`config.mk`:
```
export PLATFORM = sky130hd
export DESIGN_NAME = dram_traffic_top
export DESIGN_NICKNAME = d
export VERILOG_FILES = /design/src/common/dram_pkg.sv /design/src/hdl/sample_writer.sv /design/src/hdl/sample_reader.sv /design/src/arbiter/mem_arbiter.sv /design/src/hdl/dram_traffic_top.sv
export SDC_FILE = /design/constraint.sdc
export NUM_CORES = 1
export LEC_CHECK = 0
export ABC_AREA = 0
export BUFFER_PORTS_ARGS = -buffer_cell sky130_fd_sc_hd__buf_4
export CORE_AREA = 10 10 298 300
export DETAILED_ROUTE_END_ITERATION = 7
export DIE_AREA = 0 0 308 310
export PLACE_DENSITY = 0.67
export SLEW_MARGIN = 10
export SYNTH_ARGS = -nofsm -noshare
export SYNTH_HDL_FRONTEND = slang
export SYNTH_SLANG_ARGS = --single-unit
```
`constraint.sdc`:
```
create_clock -name clk_dram_ctrl -period 12.2 [get_ports clk_dram_ctrl]
set_input_delay 1.22 -clock clk_dram_ctrl [delete_from_list [all_inputs] [get_ports clk_dram_ctrl]]
set_output_delay 1.22 -clock clk_dram_ctrl [all_outputs]
set_load 0.005 [all_outputs]
```
`src/common/dram_pkg.sv`:
```
// shared types for the memory traffic path
package dram_pkg;

    // burst-addressed bus widths
    localparam int ADDR_W = 24;    // {row, bank, col} as one flat number
    localparam int DATA_W = 128;   // one burst
    localparam int TAG_W  = 16;

    // defaults the top level hands down
    localparam int DEFAULT_MAX_OUTSTANDING = 8;   // arbiter order FIFO depth
    localparam int DEFAULT_RESP_DEPTH      = 4;   // reader response FIFO depth

    typedef logic [ADDR_W-1:0] burst_addr_t;
    typedef logic [DATA_W-1:0] burst_data_t;

    // one command on the strobe/stall/ack bus
    typedef struct packed {
        burst_addr_t addr;
        logic        we;     // 1 = write, 0 = read
        burst_data_t data;   // ignored on reads
    } mem_cmd_t;

    // incoming sample stream
    typedef struct packed {
        burst_data_t data;
        logic        last;   // final beat of the load
    } write_beat_t;

    // read request word, echoed back with the data
    typedef struct packed {
        logic [TAG_W-1:0] tag;
        burst_addr_t      addr;
    } read_req_t;

    typedef struct packed {
        burst_data_t data;
        read_req_t   req;
    } read_resp_t;

endpackage

```
`src/hdl/sample_writer.sv`:
```
`timescale 1ns/1ns
`default_nettype none

module sample_writer (
    input  wire                    clk_dram_ctrl,
    input  wire                    rst_dram_ctrl,
    input  dram_pkg::write_beat_t  i_wr_beat,
    input  wire                    i_wr_valid,
    input  wire                    i_grant,
    input  wire                    i_wr_done,
    output logic                   o_wr_ready,
    output logic                   o_req_valid,
    output dram_pkg::mem_cmd_t     o_cmd,
    output logic                   o_load_complete
);

    dram_pkg::burst_addr_t wr_addr;    // next burst to fill
    dram_pkg::burst_addr_t inflight;   // writes not yet acked
    logic armed;                       // one idle cycle out of reset
    logic last_sent;
    logic load_done;
    logic open;
    logic fire;

    // stream accepts beats only between reset and the last beat
    assign open        = armed && !last_sent;
    assign o_req_valid = i_wr_valid && open;
    assign o_wr_ready  = open && i_grant;
    assign fire        = o_req_valid && i_grant;

    assign o_cmd.addr = wr_addr;
    assign o_cmd.we   = 1'b1;
    assign o_cmd.data = i_wr_beat.data;

    always_ff @(posedge clk_dram_ctrl) begin
        if (rst_dram_ctrl) begin
            armed     <= 1'b0;
            last_sent <= 1'b0;
            load_done <= 1'b0;
            wr_addr   <= '0;
            inflight  <= '0;
        end else begin
            armed <= 1'b1;
            if (fire) begin
                wr_addr <= wr_addr + 1'b1;
                if (i_wr_beat.last) begin
                    last_sent <= 1'b1;
                end
            end
            case ({fire, i_wr_done})
                2'b10:   inflight <= inflight + 1'b1;
                2'b01:   inflight <= inflight - 1'b1;
                default: inflight <= inflight;
            endcase
            // no issues after the last beat, so this ack is the final one
            if (last_sent && i_wr_done && inflight == 1) begin
                load_done <= 1'b1;
            end
        end
    end

    assign o_load_complete = load_done;   // sticky until reset

endmodule

`default_nettype wire

```
`src/hdl/sample_reader.sv`:
```
`timescale 1ns/1ns
`default_nettype none

module sample_reader #(
    parameter int RESP_DEPTH = dram_pkg::DEFAULT_RESP_DEPTH
) (
    input  wire                    clk_dram_ctrl,
    input  wire                    rst_dram_ctrl,
    input  dram_pkg::read_req_t    i_rd_req,
    input  wire                    i_rd_req_valid,
    input  wire                    i_grant,
    input  wire                    i_rd_done,
    input  dram_pkg::burst_data_t  i_rd_data,
    input  wire                    i_rd_resp_ready,
    output logic                   o_rd_req_ready,
    output logic                   o_req_valid,
    output dram_pkg::mem_cmd_t     o_cmd,
    output dram_pkg::read_resp_t   o_rd_resp,
    output logic                   o_rd_resp_valid
);

    localparam int PTR_W = (RESP_DEPTH > 1) ? $clog2(RESP_DEPTH) : 1;
    localparam int CNT_W = $clog2(RESP_DEPTH + 1);

    // One ring holds both the in-flight request words and the finished
    // responses. A slot is claimed at issue, filled on read-done and
    // freed when the response is taken.
    dram_pkg::read_resp_t resp_mem [RESP_DEPTH];

    logic [PTR_W-1:0] alloc_ptr;   // next slot to claim
    logic [PTR_W-1:0] fill_ptr;    // oldest read in flight
    logic [PTR_W-1:0] rd_ptr;      // oldest finished response
    logic [CNT_W-1:0] used_cnt;    // claimed slots
    logic [CNT_W-1:0] ready_cnt;   // filled slots

    logic credit;
    logic issue;
    logic pop;

    // free slots already exclude reads in flight
    assign credit = (used_cnt != CNT_W'(RESP_DEPTH));

    assign o_req_valid    = i_rd_req_valid && credit;
    assign o_rd_req_ready = credit && i_grant;
    assign issue          = o_req_valid && i_grant;

    assign o_cmd.addr = i_rd_req.addr;
    assign o_cmd.we   = 1'b0;
    assign o_cmd.data = '0;

    assign o_rd_resp_valid = (ready_cnt != '0);
    assign o_rd_resp       = resp_mem[rd_ptr];
    assign pop             = o_rd_resp_valid && i_rd_resp_ready;

    always_ff @(posedge clk_dram_ctrl) begin
        if (issue) begin
            resp_mem[alloc_ptr].req <= i_rd_req;
        end
        if (i_rd_done) begin
            resp_mem[fill_ptr].data <= i_rd_data;   // pairs with oldest request
        end
    end

    always_ff @(posedge clk_dram_ctrl) begin
        if (rst_dram_ctrl) begin
            alloc_ptr <= '0;
            fill_ptr  <= '0;
            rd_ptr    <= '0;
            used_cnt  <= '0;
            ready_cnt <= '0;
        end else begin
            if (issue) begin
                alloc_ptr <= (alloc_ptr == PTR_W'(RESP_DEPTH - 1)) ? '0 : alloc_ptr + 1'b1;
            end
            if (i_rd_done) begin
                fill_ptr <= (fill_ptr == PTR_W'(RESP_DEPTH - 1)) ? '0 : fill_ptr + 1'b1;
            end
            if (pop) begin
                rd_ptr <= (rd_ptr == PTR_W'(RESP_DEPTH - 1)) ? '0 : rd_ptr + 1'b1;
            end
            case ({issue, pop})
                2'b10:   used_cnt <= used_cnt + 1'b1;
                2'b01:   used_cnt <= used_cnt - 1'b1;
                default: used_cnt <= used_cnt;
            endcase
            // valid the cycle after read-done
            case ({i_rd_done, pop})
                2'b10:   ready_cnt <= ready_cnt + 1'b1;
                2'b01:   ready_cnt <= ready_cnt - 1'b1;
                default: ready_cnt <= ready_cnt;
            endcase
        end
    end

endmodule

`default_nettype wire

```
`src/arbiter/mem_arbiter.sv`:
```
`timescale 1ns/1ns
`default_nettype none

module mem_arbiter #(
    parameter int MAX_OUTSTANDING = dram_pkg::DEFAULT_MAX_OUTSTANDING
) (
    input  wire                    clk_dram_ctrl,
    input  wire                    rst_dram_ctrl,
    input  wire                    i_load_complete,

    // peers
    input  wire                    i_wr_valid,
    input  dram_pkg::mem_cmd_t     i_wr_cmd,
    input  wire                    i_rd_valid,
    input  dram_pkg::mem_cmd_t     i_rd_cmd,

    // memory bus
    input  wire                    i_mem_stall,
    input  wire                    i_mem_ack,
    input  dram_pkg::burst_data_t  i_mem_rdata,

    output logic                   o_wr_grant,
    output logic                   o_rd_grant,
    output dram_pkg::mem_cmd_t     o_mem_cmd,
    output logic                   o_mem_en,
    output logic                   o_wr_done,
    output logic                   o_rd_done,
    output dram_pkg::burst_data_t  o_rd_data
);

    localparam int PTR_W = (MAX_OUTSTANDING > 1) ? $clog2(MAX_OUTSTANDING) : 1;
    localparam int CNT_W = $clog2(MAX_OUTSTANDING + 1);

    // command register toward the controller
    dram_pkg::mem_cmd_t cmd_q;
    logic               en_q;

    // order FIFO, one type bit per command (1 = write)
    logic [MAX_OUTSTANDING-1:0] order_we;
    logic [PTR_W-1:0]           order_wr_ptr;
    logic [PTR_W-1:0]           order_rd_ptr;
    logic [CNT_W-1:0]           order_cnt;

    logic reg_free;
    logic order_full;
    logic can_issue;
    logic wr_take, rd_take, load;
    logic head_we;

    assign reg_free   = !en_q || !i_mem_stall;   // empty, or leaving this cycle
    assign order_full = (order_cnt == CNT_W'(MAX_OUTSTANDING));
    assign can_issue  = reg_free && !order_full;

    // writer first, reader only once the samples are in
    assign o_wr_grant = can_issue;
    assign o_rd_grant = can_issue && i_load_complete && !i_wr_valid;

    assign wr_take = i_wr_valid && o_wr_grant;
    assign rd_take = i_rd_valid && o_rd_grant;
    assign load    = wr_take || rd_take;

    always_ff @(posedge clk_dram_ctrl) begin
        if (rst_dram_ctrl) begin
            en_q <= 1'b0;
        end else if (reg_free) begin
            en_q <= load;
        end
    end

    always_ff @(posedge clk_dram_ctrl) begin
        if (reg_free && load) begin
            cmd_q <= wr_take ? i_wr_cmd : i_rd_cmd;
        end
    end

    assign o_mem_cmd = cmd_q;
    assign o_mem_en  = en_q;

    // the type goes in as the command enters the register, so the
    // count covers the register as well as the commands awaiting ack
    always_ff @(posedge clk_dram_ctrl) begin
        if (load) begin
            order_we[order_wr_ptr] <= wr_take;
        end
    end

    always_ff @(posedge clk_dram_ctrl) begin
        if (rst_dram_ctrl) begin
            order_wr_ptr <= '0;
            order_rd_ptr <= '0;
            order_cnt    <= '0;
        end else begin
            if (load) begin
                order_wr_ptr <= (order_wr_ptr == PTR_W'(MAX_OUTSTANDING - 1)) ?
                                '0 : order_wr_ptr + 1'b1;
            end
            if (i_mem_ack) begin   // acks return in acceptance order
                order_rd_ptr <= (order_rd_ptr == PTR_W'(MAX_OUTSTANDING - 1)) ?
                                '0 : order_rd_ptr + 1'b1;
            end
            case ({load, i_mem_ack})
                2'b10:   order_cnt <= order_cnt + 1'b1;
                2'b01:   order_cnt <= order_cnt - 1'b1;
                default: order_cnt <= order_cnt;
            endcase
        end
    end

    // ack routing straight off the FIFO head
    assign head_we   = order_we[order_rd_ptr];
    assign o_wr_done = i_mem_ack && head_we;
    assign o_rd_done = i_mem_ack && !head_we;
    assign o_rd_data = i_mem_rdata;

endmodule

`default_nettype wire

```
`src/hdl/dram_traffic_top.sv`:
```
`timescale 1ns/1ns
`default_nettype none

module dram_traffic_top (
    input  wire                    clk_dram_ctrl,
    input  wire                    rst_dram_ctrl,

    // sample load stream
    input  dram_pkg::write_beat_t  i_wr_beat,
    input  wire                    i_wr_valid,
    output logic                   o_wr_ready,

    // tagged read requests
    input  dram_pkg::read_req_t    i_rd_req,
    input  wire                    i_rd_req_valid,
    output logic                   o_rd_req_ready,

    // read responses, in request order
    output dram_pkg::read_resp_t   o_rd_resp,
    output logic                   o_rd_resp_valid,
    input  wire                    i_rd_resp_ready,

    // memory controller side
    output dram_pkg::mem_cmd_t     o_mem_cmd,
    output logic                   o_mem_en,
    input  wire                    i_mem_stall,
    input  wire                    i_mem_ack,
    input  dram_pkg::burst_data_t  i_mem_rdata,

    output logic                   o_load_complete
);

    localparam int MAX_OUTSTANDING = dram_pkg::DEFAULT_MAX_OUTSTANDING;
    localparam int RESP_DEPTH      = dram_pkg::DEFAULT_RESP_DEPTH;

    dram_pkg::mem_cmd_t    wr_cmd;
    dram_pkg::mem_cmd_t    rd_cmd;
    dram_pkg::burst_data_t rd_data;
    logic wr_req_valid, rd_req_valid;
    logic wr_grant, rd_grant;
    logic wr_done, rd_done;

    sample_writer writer (
        .clk_dram_ctrl   (clk_dram_ctrl),
        .rst_dram_ctrl   (rst_dram_ctrl),
        .i_wr_beat       (i_wr_beat),
        .i_wr_valid      (i_wr_valid),
        .i_grant         (wr_grant),
        .i_wr_done       (wr_done),
        .o_wr_ready      (o_wr_ready),
        .o_req_valid     (wr_req_valid),
        .o_cmd           (wr_cmd),
        .o_load_complete (o_load_complete)
    );

    sample_reader #(
        .RESP_DEPTH (RESP_DEPTH)
    ) reader (
        .clk_dram_ctrl   (clk_dram_ctrl),
        .rst_dram_ctrl   (rst_dram_ctrl),
        .i_rd_req        (i_rd_req),
        .i_rd_req_valid  (i_rd_req_valid),
        .i_grant         (rd_grant),
        .i_rd_done       (rd_done),
        .i_rd_data       (rd_data),
        .i_rd_resp_ready (i_rd_resp_ready),
        .o_rd_req_ready  (o_rd_req_ready),
        .o_req_valid     (rd_req_valid),
        .o_cmd           (rd_cmd),
        .o_rd_resp       (o_rd_resp),
        .o_rd_resp_valid (o_rd_resp_valid)
    );

    mem_arbiter #(
        .MAX_OUTSTANDING (MAX_OUTSTANDING)
    ) arbiter (
        .clk_dram_ctrl   (clk_dram_ctrl),
        .rst_dram_ctrl   (rst_dram_ctrl),
        .i_load_complete (o_load_complete),   // reads wait for the load
        .i_wr_valid      (wr_req_valid),
        .i_wr_cmd        (wr_cmd),
        .i_rd_valid      (rd_req_valid),
        .i_rd_cmd        (rd_cmd),
        .i_mem_stall     (i_mem_stall),
        .i_mem_ack       (i_mem_ack),
        .i_mem_rdata     (i_mem_rdata),
        .o_wr_grant      (wr_grant),
        .o_rd_grant      (rd_grant),
        .o_mem_cmd       (o_mem_cmd),
        .o_mem_en        (o_mem_en),
        .o_wr_done       (wr_done),
        .o_rd_done       (rd_done),
        .o_rd_data       (rd_data)
    );

endmodule

`default_nettype wire

```
==> results of run 1 <==
[power by group through the flow]
stage	sequential (mW)	combinational, mW	clock [mW]
after floorplan	3.64	0.659	0
after global placement	3.68	1.23	0
after detailed placement	3.69	1.24	0
after CTS	3.63	1.25	2.92
after global routing	3.64	1.31	3.05
final	3.62	1.21	2.85
[kinds of logic after synthesis]
group,after synthesis,synth area share (%)
AO/OA/AOI/OAI,72,1.30
adder cells (fa/ha/maj),25,0.952
multiplexers,184,11.5
flip-flops,909,77.1
AND/OR/NAND/NOR,447,6.97
XOR/XNOR,42,1.07
buffers and inverters,102,1.15
[layer usage]
layer / GRT usage (%) / up-vias / wire, µm
met4: 4.83 / 18 / 1690
met5: 0 / - / 117
met3: 6.11 / 121 / 8070
met2: 30.4 / 737 / 44000
li1: - / 8337 / -
met1: 20.8 / 9496 / 32400
[state kept, by name, summed over array words and instances, names as in the netlist, 4 cells and up, named ones only]
register	flops
reader.resp_mem	672
arbiter.o_mem_cmd	153
writer.inflight	24
writer.wr_addr	24
arbiter.order_we	8
arbiter.order_cnt	4
[stage by stage]
stage / cells / util, % / power [mW] / instance area (µm²) / hold slack [ns]
floorplan: 1781 / - / 4.30 / 34400 / 0.452
global placement: 3426 / 48.7 / 4.91 / 40400 / 0.456
detailed placement: 3426 / 48.7 / 4.93 / 40400 / 0.471
CTS: 3596 / 52.4 / 7.79 / 43500 / 0.482
global route: 3599 / 52.5 / 8.00 / 43500 / 0.513
finish: 3600 / 52.5 / 7.68 / 43500 / 0.478
[final timing paths]
check	start	endpoint	slack [ns]
hold / removal	reader.rd_ptr[1]	flip-flop	0.48
hold reg to reg	reader.rd_ptr[1]	flip-flop	0.48
setup / recovery	flip-flop	o_rd_resp[37]	7.09
setup reg to reg	arbiter.order_cnt[1]	writer.inflight[22]	7.69
[layout make-up]
cell class | instances | area, µm² | share of cell area (%)
inverter | 17 | 63.8 | 0.147
tap | 1080 | 1350 | 3.11
timing repair buffer | 650 | 4880 | 11.2
sequential | 909 | 26500 | 61.0
clock inverter | 59 | 722 | 1.66
antenna | 4 | 10.0 | 0.0230
multi-input combinational | 770 | 7520 | 17.3
clock buffer | 111 | 2390 | 5.51
[worst max-delay path: cells and delay by family, from the launching register on]
family | cells | cell delay [ns]
DFF | 1 | 0.90
muxes | 1 | 0.44
buffers and inverters | 3 | 1.79
[cell usage in the layout (no fill, tap or decap), types with 10 or more instances in the layout]
master / netlist / layout
clkbuf_16: 0 / 93
inv_1: 15 / 15
mux4_2: 168 / 168
nand2_1: 112 / 112
a21oi_1: 31 / 31
or3_1: 14 / 14
bufinv_16: 0 / 12
nand4_1: 17 / 17
edfxtp_1: 833 / 833
xnor2_1: 23 / 23
buf_4: 1 / 650
nor2_1: 70 / 69
nor4_1: 12 / 12
clkinv_2: 0 / 12
nor3_1: 16 / 16
xor2_1: 19 / 19
nand3_1: 12 / 12
clkinv_1: 1 / 24
dfxtp_1: 76 / 74
clkbuf_1: 48 / 18
mux2i_1: 13 / 13
ha_1: 23 / 23
o21ai_0: 10 / 10
and2_1: 137 / 129
==> flow_summary.ini, run 1 <==
[sta]
hold_viol = 0
fin_skew_ns = 0.0470
tns_ns = 0
tightest_slew_ns = 1.12
relSlewSlack_pct = 25.6
rsz0062_at_grt = false
min_period_over_period_pct = 41.9
final_max_slew_viol_count = 0
fin_ws_ns = 7.09
setup_viol = 0
fmax_mhz = 196
period_minus_slack_ns = 5.11

[clocking]
clockRootBuffer = clkbuf_16
hold_buffers = 0
cts_setup_buffers = 0
postCtsResizedCells = 0
cts_buffer_depth = 3
cts_tree = done
htreeDepth = 3
cts_buffers = 93
clk_latency_ns = 0.66
clkTransAtPathRegs_ns = 0.06
cts_num_sinks = 909

[global_routing]
grt_max_degree = 127
grt_use_total_pct = 17.6
antenna_found_initial = 14
grt_pass1_wl_um = 127000
grt_overflow = 0
grt_pass1_vias = 19774

[route]
vias = 18709
drcViolationCount = 0
routed_via_density = 5.20
wl_per_cell_um = 24.0
dr.pass1.iters = 5
drt_iter0_markers = 1348
ant_nets = 0
drt-total-wl_um = 86300

[logic_synthesis]
yosysWarnings = 0
synth_top_cell_area_share_pct = 72.7
synth.most_common_cell = edfxtp_1
synth_cells = 1781
yosys.area.top_type = edfxtp_1
syn-mean-instance-area_um2 = 19.3
synth_ff_type = edfxtp_1
synthTopCellsByArea = edfxtp_1 (73%), mux4_2 (11%), dfxtp_1 (4.4%), and2_1 (2.5%), nand2_1 (1.2%)
synth_edf_count = 833
async_flop_share_pct = 0
yosysUniqueCellTypes = 60
synth_area_mm2 = 0.0344
ys_seq_elements = 909
syn_nets = 2110
yosysSeqAreaShare_pct = 77.1
synth_commonest_cells = edfxtp_1 (833), mux4_2 (168), and2_1 (137)

[power]
power_frac_clock_pct = 37.1
power_switching_mw = 1.82
power.density_mw_per_mm2 = 177
p_seq_share_pct = 47.1
p_comb_share_pct = 15.8
p_int_mw = 5.86
p_leak_nw = 15.2
swShare_pct = 23.7
ir_drop_v = 0.000116

[worst_setup_path]
worstPathRequired_ns = 10.98
worstSetupPathType = flip-flop to output port
critical-path-max-stage-delay_ns = 0.90
critPathMostFrequentCell = buf_4
critPathCaptureType = output port
crit_fanout = 59
crit_arrival_ns = 3.89
critPathLaunchType = flip-flop
crit_path_cell_trace = buf_4 > buf_4 > mux4_2 > buf_4
worstRegToRegCells = 9
slowest_stage = dfxtp_4

[floorplan]
die_h_um = 310
floorplan.rows = 106
die_x_um = 308
die-area_mm2 = 0.0955
start_util_pct = 41.5
coreArea_mm2 = 0.0829
pin_count = 630

[layout]
syn_to_final_growth_pct = 26.3
layout.nets = 2770
fillers = 6574
drive_gt1_share_pct = 38.8

[hold_path]
worstHoldPathType = flip-flop to flip-flop
min_path_cells = 2

[place]
pre_cts_ws_ns = 7.06
gp_congestion = 0.875
io_buffers = 629
dp_hpwl_um = 59600

[run_status]
status = finished clean

[run]
drv_cap = 0
(Power assumes the default switching activity.)
==> run 2, diff against run 1 <==
==> constraint.sdc (replaced) <==
create_clock -name clk_dram_ctrl -period 4.6 [get_ports clk_dram_ctrl]
set_input_delay 0.46 -clock clk_dram_ctrl [delete_from_list [all_inputs] [get_ports clk_dram_ctrl]]
set_output_delay 0.46 -clock clk_dram_ctrl [all_outputs]
set_load 0.005 [all_outputs]
==> run 2 against run 1 <==
- worst hold slack worse by 0.43 ns
- non-clock buffer count is 162 higher
- die area stayed put
- register-to-register slack worse by 6.6 ns
- cell area is 4.3% higher
- first-iteration DRC count is 6.7% lower
- sequential power grew to 2.6 times the previous value
- setup slack worse by 6.0 ns
- critical path type is now flip-flop to flip-flop
==> flow_summary.ini, run 2 (same netlist as run 1, synthesis figures left out) <==
[floorplan]
floorplan.rows = 106
start_util_pct = 41.5
die-area_mm2 = 0.0955
die_x_um = 308
die_h_um = 310
pin_count = 630
coreArea_mm2 = 0.0829

[sta]
fin_skew_ns = 0.0703
tightest_slew_ns = 0.997
relSlewSlack_pct = 33.5
hold_viol = 0
min_period_over_period_pct = 76.8
final_max_slew_viol_count = 0
setup_viol = 0
fmax_mhz = 283
rsz0062_at_grt = false
period_minus_slack_ns = 3.53
whs_ns = 0.0512

[layout]
layout.nets = 2935
syn_to_final_growth_pct = 31.7
final_area_mm2 = 0.0453
final_cell_mix = edfxtp_1 (833), buf_4 (648), mux4_2 (168)
fillers = 6332
regMostFlops = reader.resp_mem
largest_reg_flops = 672
drive_gt1_share_pct = 37.4
layout_commonest_cell = edfxtp_1

[power]
power_frac_clock_pct = 37.0
p_seq_share_pct = 46.0
ir_drop_v = 0.000338
p_comb_share_pct = 17.0
p_leak_nw = 16.0
swShare_pct = 24.2
p_int_mw = 15.7
power_switching_mw = 5.01
power.density_mw_per_mm2 = 457

[place]
io_buffers = 629
gp_congestion = 0.835
place_area_mm2 = 0.0406
dp_hpwl_um = 59800

[worst_setup_path]
crit_arrival_ns = 4.06
worstSetupPathType = flip-flop to flip-flop
rrSetupSlack_ns = 1.07
worstPathRequired_ns = 5.12
worstRegToRegCells = 9
r2r_end = writer.inflight[22]
crit_fanout = 45
rr_startpoint = arbiter.order_cnt[0]
critPathLaunchType = flip-flop
critPathCaptureType = flip-flop
crit_start = arbiter.order_cnt[0]

[route]
dr.pass1.iters = 5
vias = 19393
drt-total-wl_um = 87800
wl_per_cell_um = 23.3
ant_nets = 0
drt_iter0_markers = 1258
drcViolationCount = 0
routed_via_density = 5.14

[global_routing]
grt_overflow = 0
grt_use_total_pct = 17.9
antenna_found_initial = 5
grt_pass1_wl_um = 131000
grt_max_degree = 157
grt_pass1_vias = 20889

[hold_path]
worstHoldPathType = input port to flip-flop
min_path_cells = 3
hold_path_end = writer.last_sent
hold_path_startpoint = i_wr_beat[0]

[clocking]
clkTransAtPathRegs_ns = 0.06
clk_latency_ns = 0.68
cts_setup_buffers = 0
cts_tree = done
cts_buffer_depth = 3
cts_buffers = 96
cts_num_sinks = 909
htreeDepth = 3
clockRootBuffer = clkbuf_16

[run_status]
status = finished clean

[run]
drv_cap = 0
[run 2: per-layer routing]
metal	GRT usage [%]	routed length [µm]	share of wire, %	up-vias
met5	0	27	0.031	-
li1	-	-	-	8671
met4	5.12	1890	2.2	4
met1	21.3	33300	38	9881
met3	5.38	7260	8.3	122
met2	31.3	45300	52	715
[run 2: critical path, cell delays in order (launching register included)]
cell	delay [ns]
dfxtp_1	0.36
or4b_1	0.56
and3_4	0.34
inv_2	0.11
ha_1	0.51
a31oi_1	0.13
or2_2	0.39
a211oi_1	0.38
a21boi_0	0.26
mux2_2	0.35
[run 2: worst max path at each step]
stage	end	slack, ns	cells after the start
floorplan	arbiter.order_cnt[2]	-0.86	11
global placement	writer.inflight[22]	1.10	9
detailed placement	writer.inflight[22]	1.09	9
CTS	writer.inflight[22]	1.05	9
global route	writer.inflight[22]	0.80	9
finish	writer.inflight[22]	1.07	9
[run 2: power groups by stage]
| stage | logic, mW | registers, mW | clock network, mW |
|---|---|---|---|
| floorplan | 1.75 | 9.62 | 0 |
| global placement | 3.42 | 9.68 | 0 |
| detailed placement | 3.48 | 9.71 | 0 |
| CTS | 3.61 | 9.53 | 7.87 |
| global route | 3.80 | 9.56 | 8.20 |
| finish | 3.52 | 9.53 | 7.67 |
[run 2: per-stage QoR]
stage	TNS [ns]	worst slack [ns]	cells	utilization (%)	total power, mW
2_1_floorplan	-3.79	-0.863	1781	-	11.4
3_3_place_gp	0	1.10	3436	49.0	13.1
5_1_grt	0	0.800	3767	54.7	21.6
3_5_place_dp	0	1.09	3436	49.0	13.2
6_report	0	1.07	3770	54.7	20.7
4_1_cts	0	1.05	3766	54.7	21.0
[run 2: final cells by class]
type	count	area, µm²	area share [%]
well taps	1080	1350	2.98
flip-flops and latches	909	26500	58.6
multi-input cells	770	7550	16.7
repair buffers	812	6630	14.6
diodes	4	10.0	0.0221
clock inverters	59	697	1.54
clock buffers	119	2490	5.49
inverters	17	63.8	0.141
[run 2: timing repair]
action / in CTS / in global routing
resized for setup: 0 / 0
hold endpoints to repair: 591 / 0
hold buffers: 152 / 0
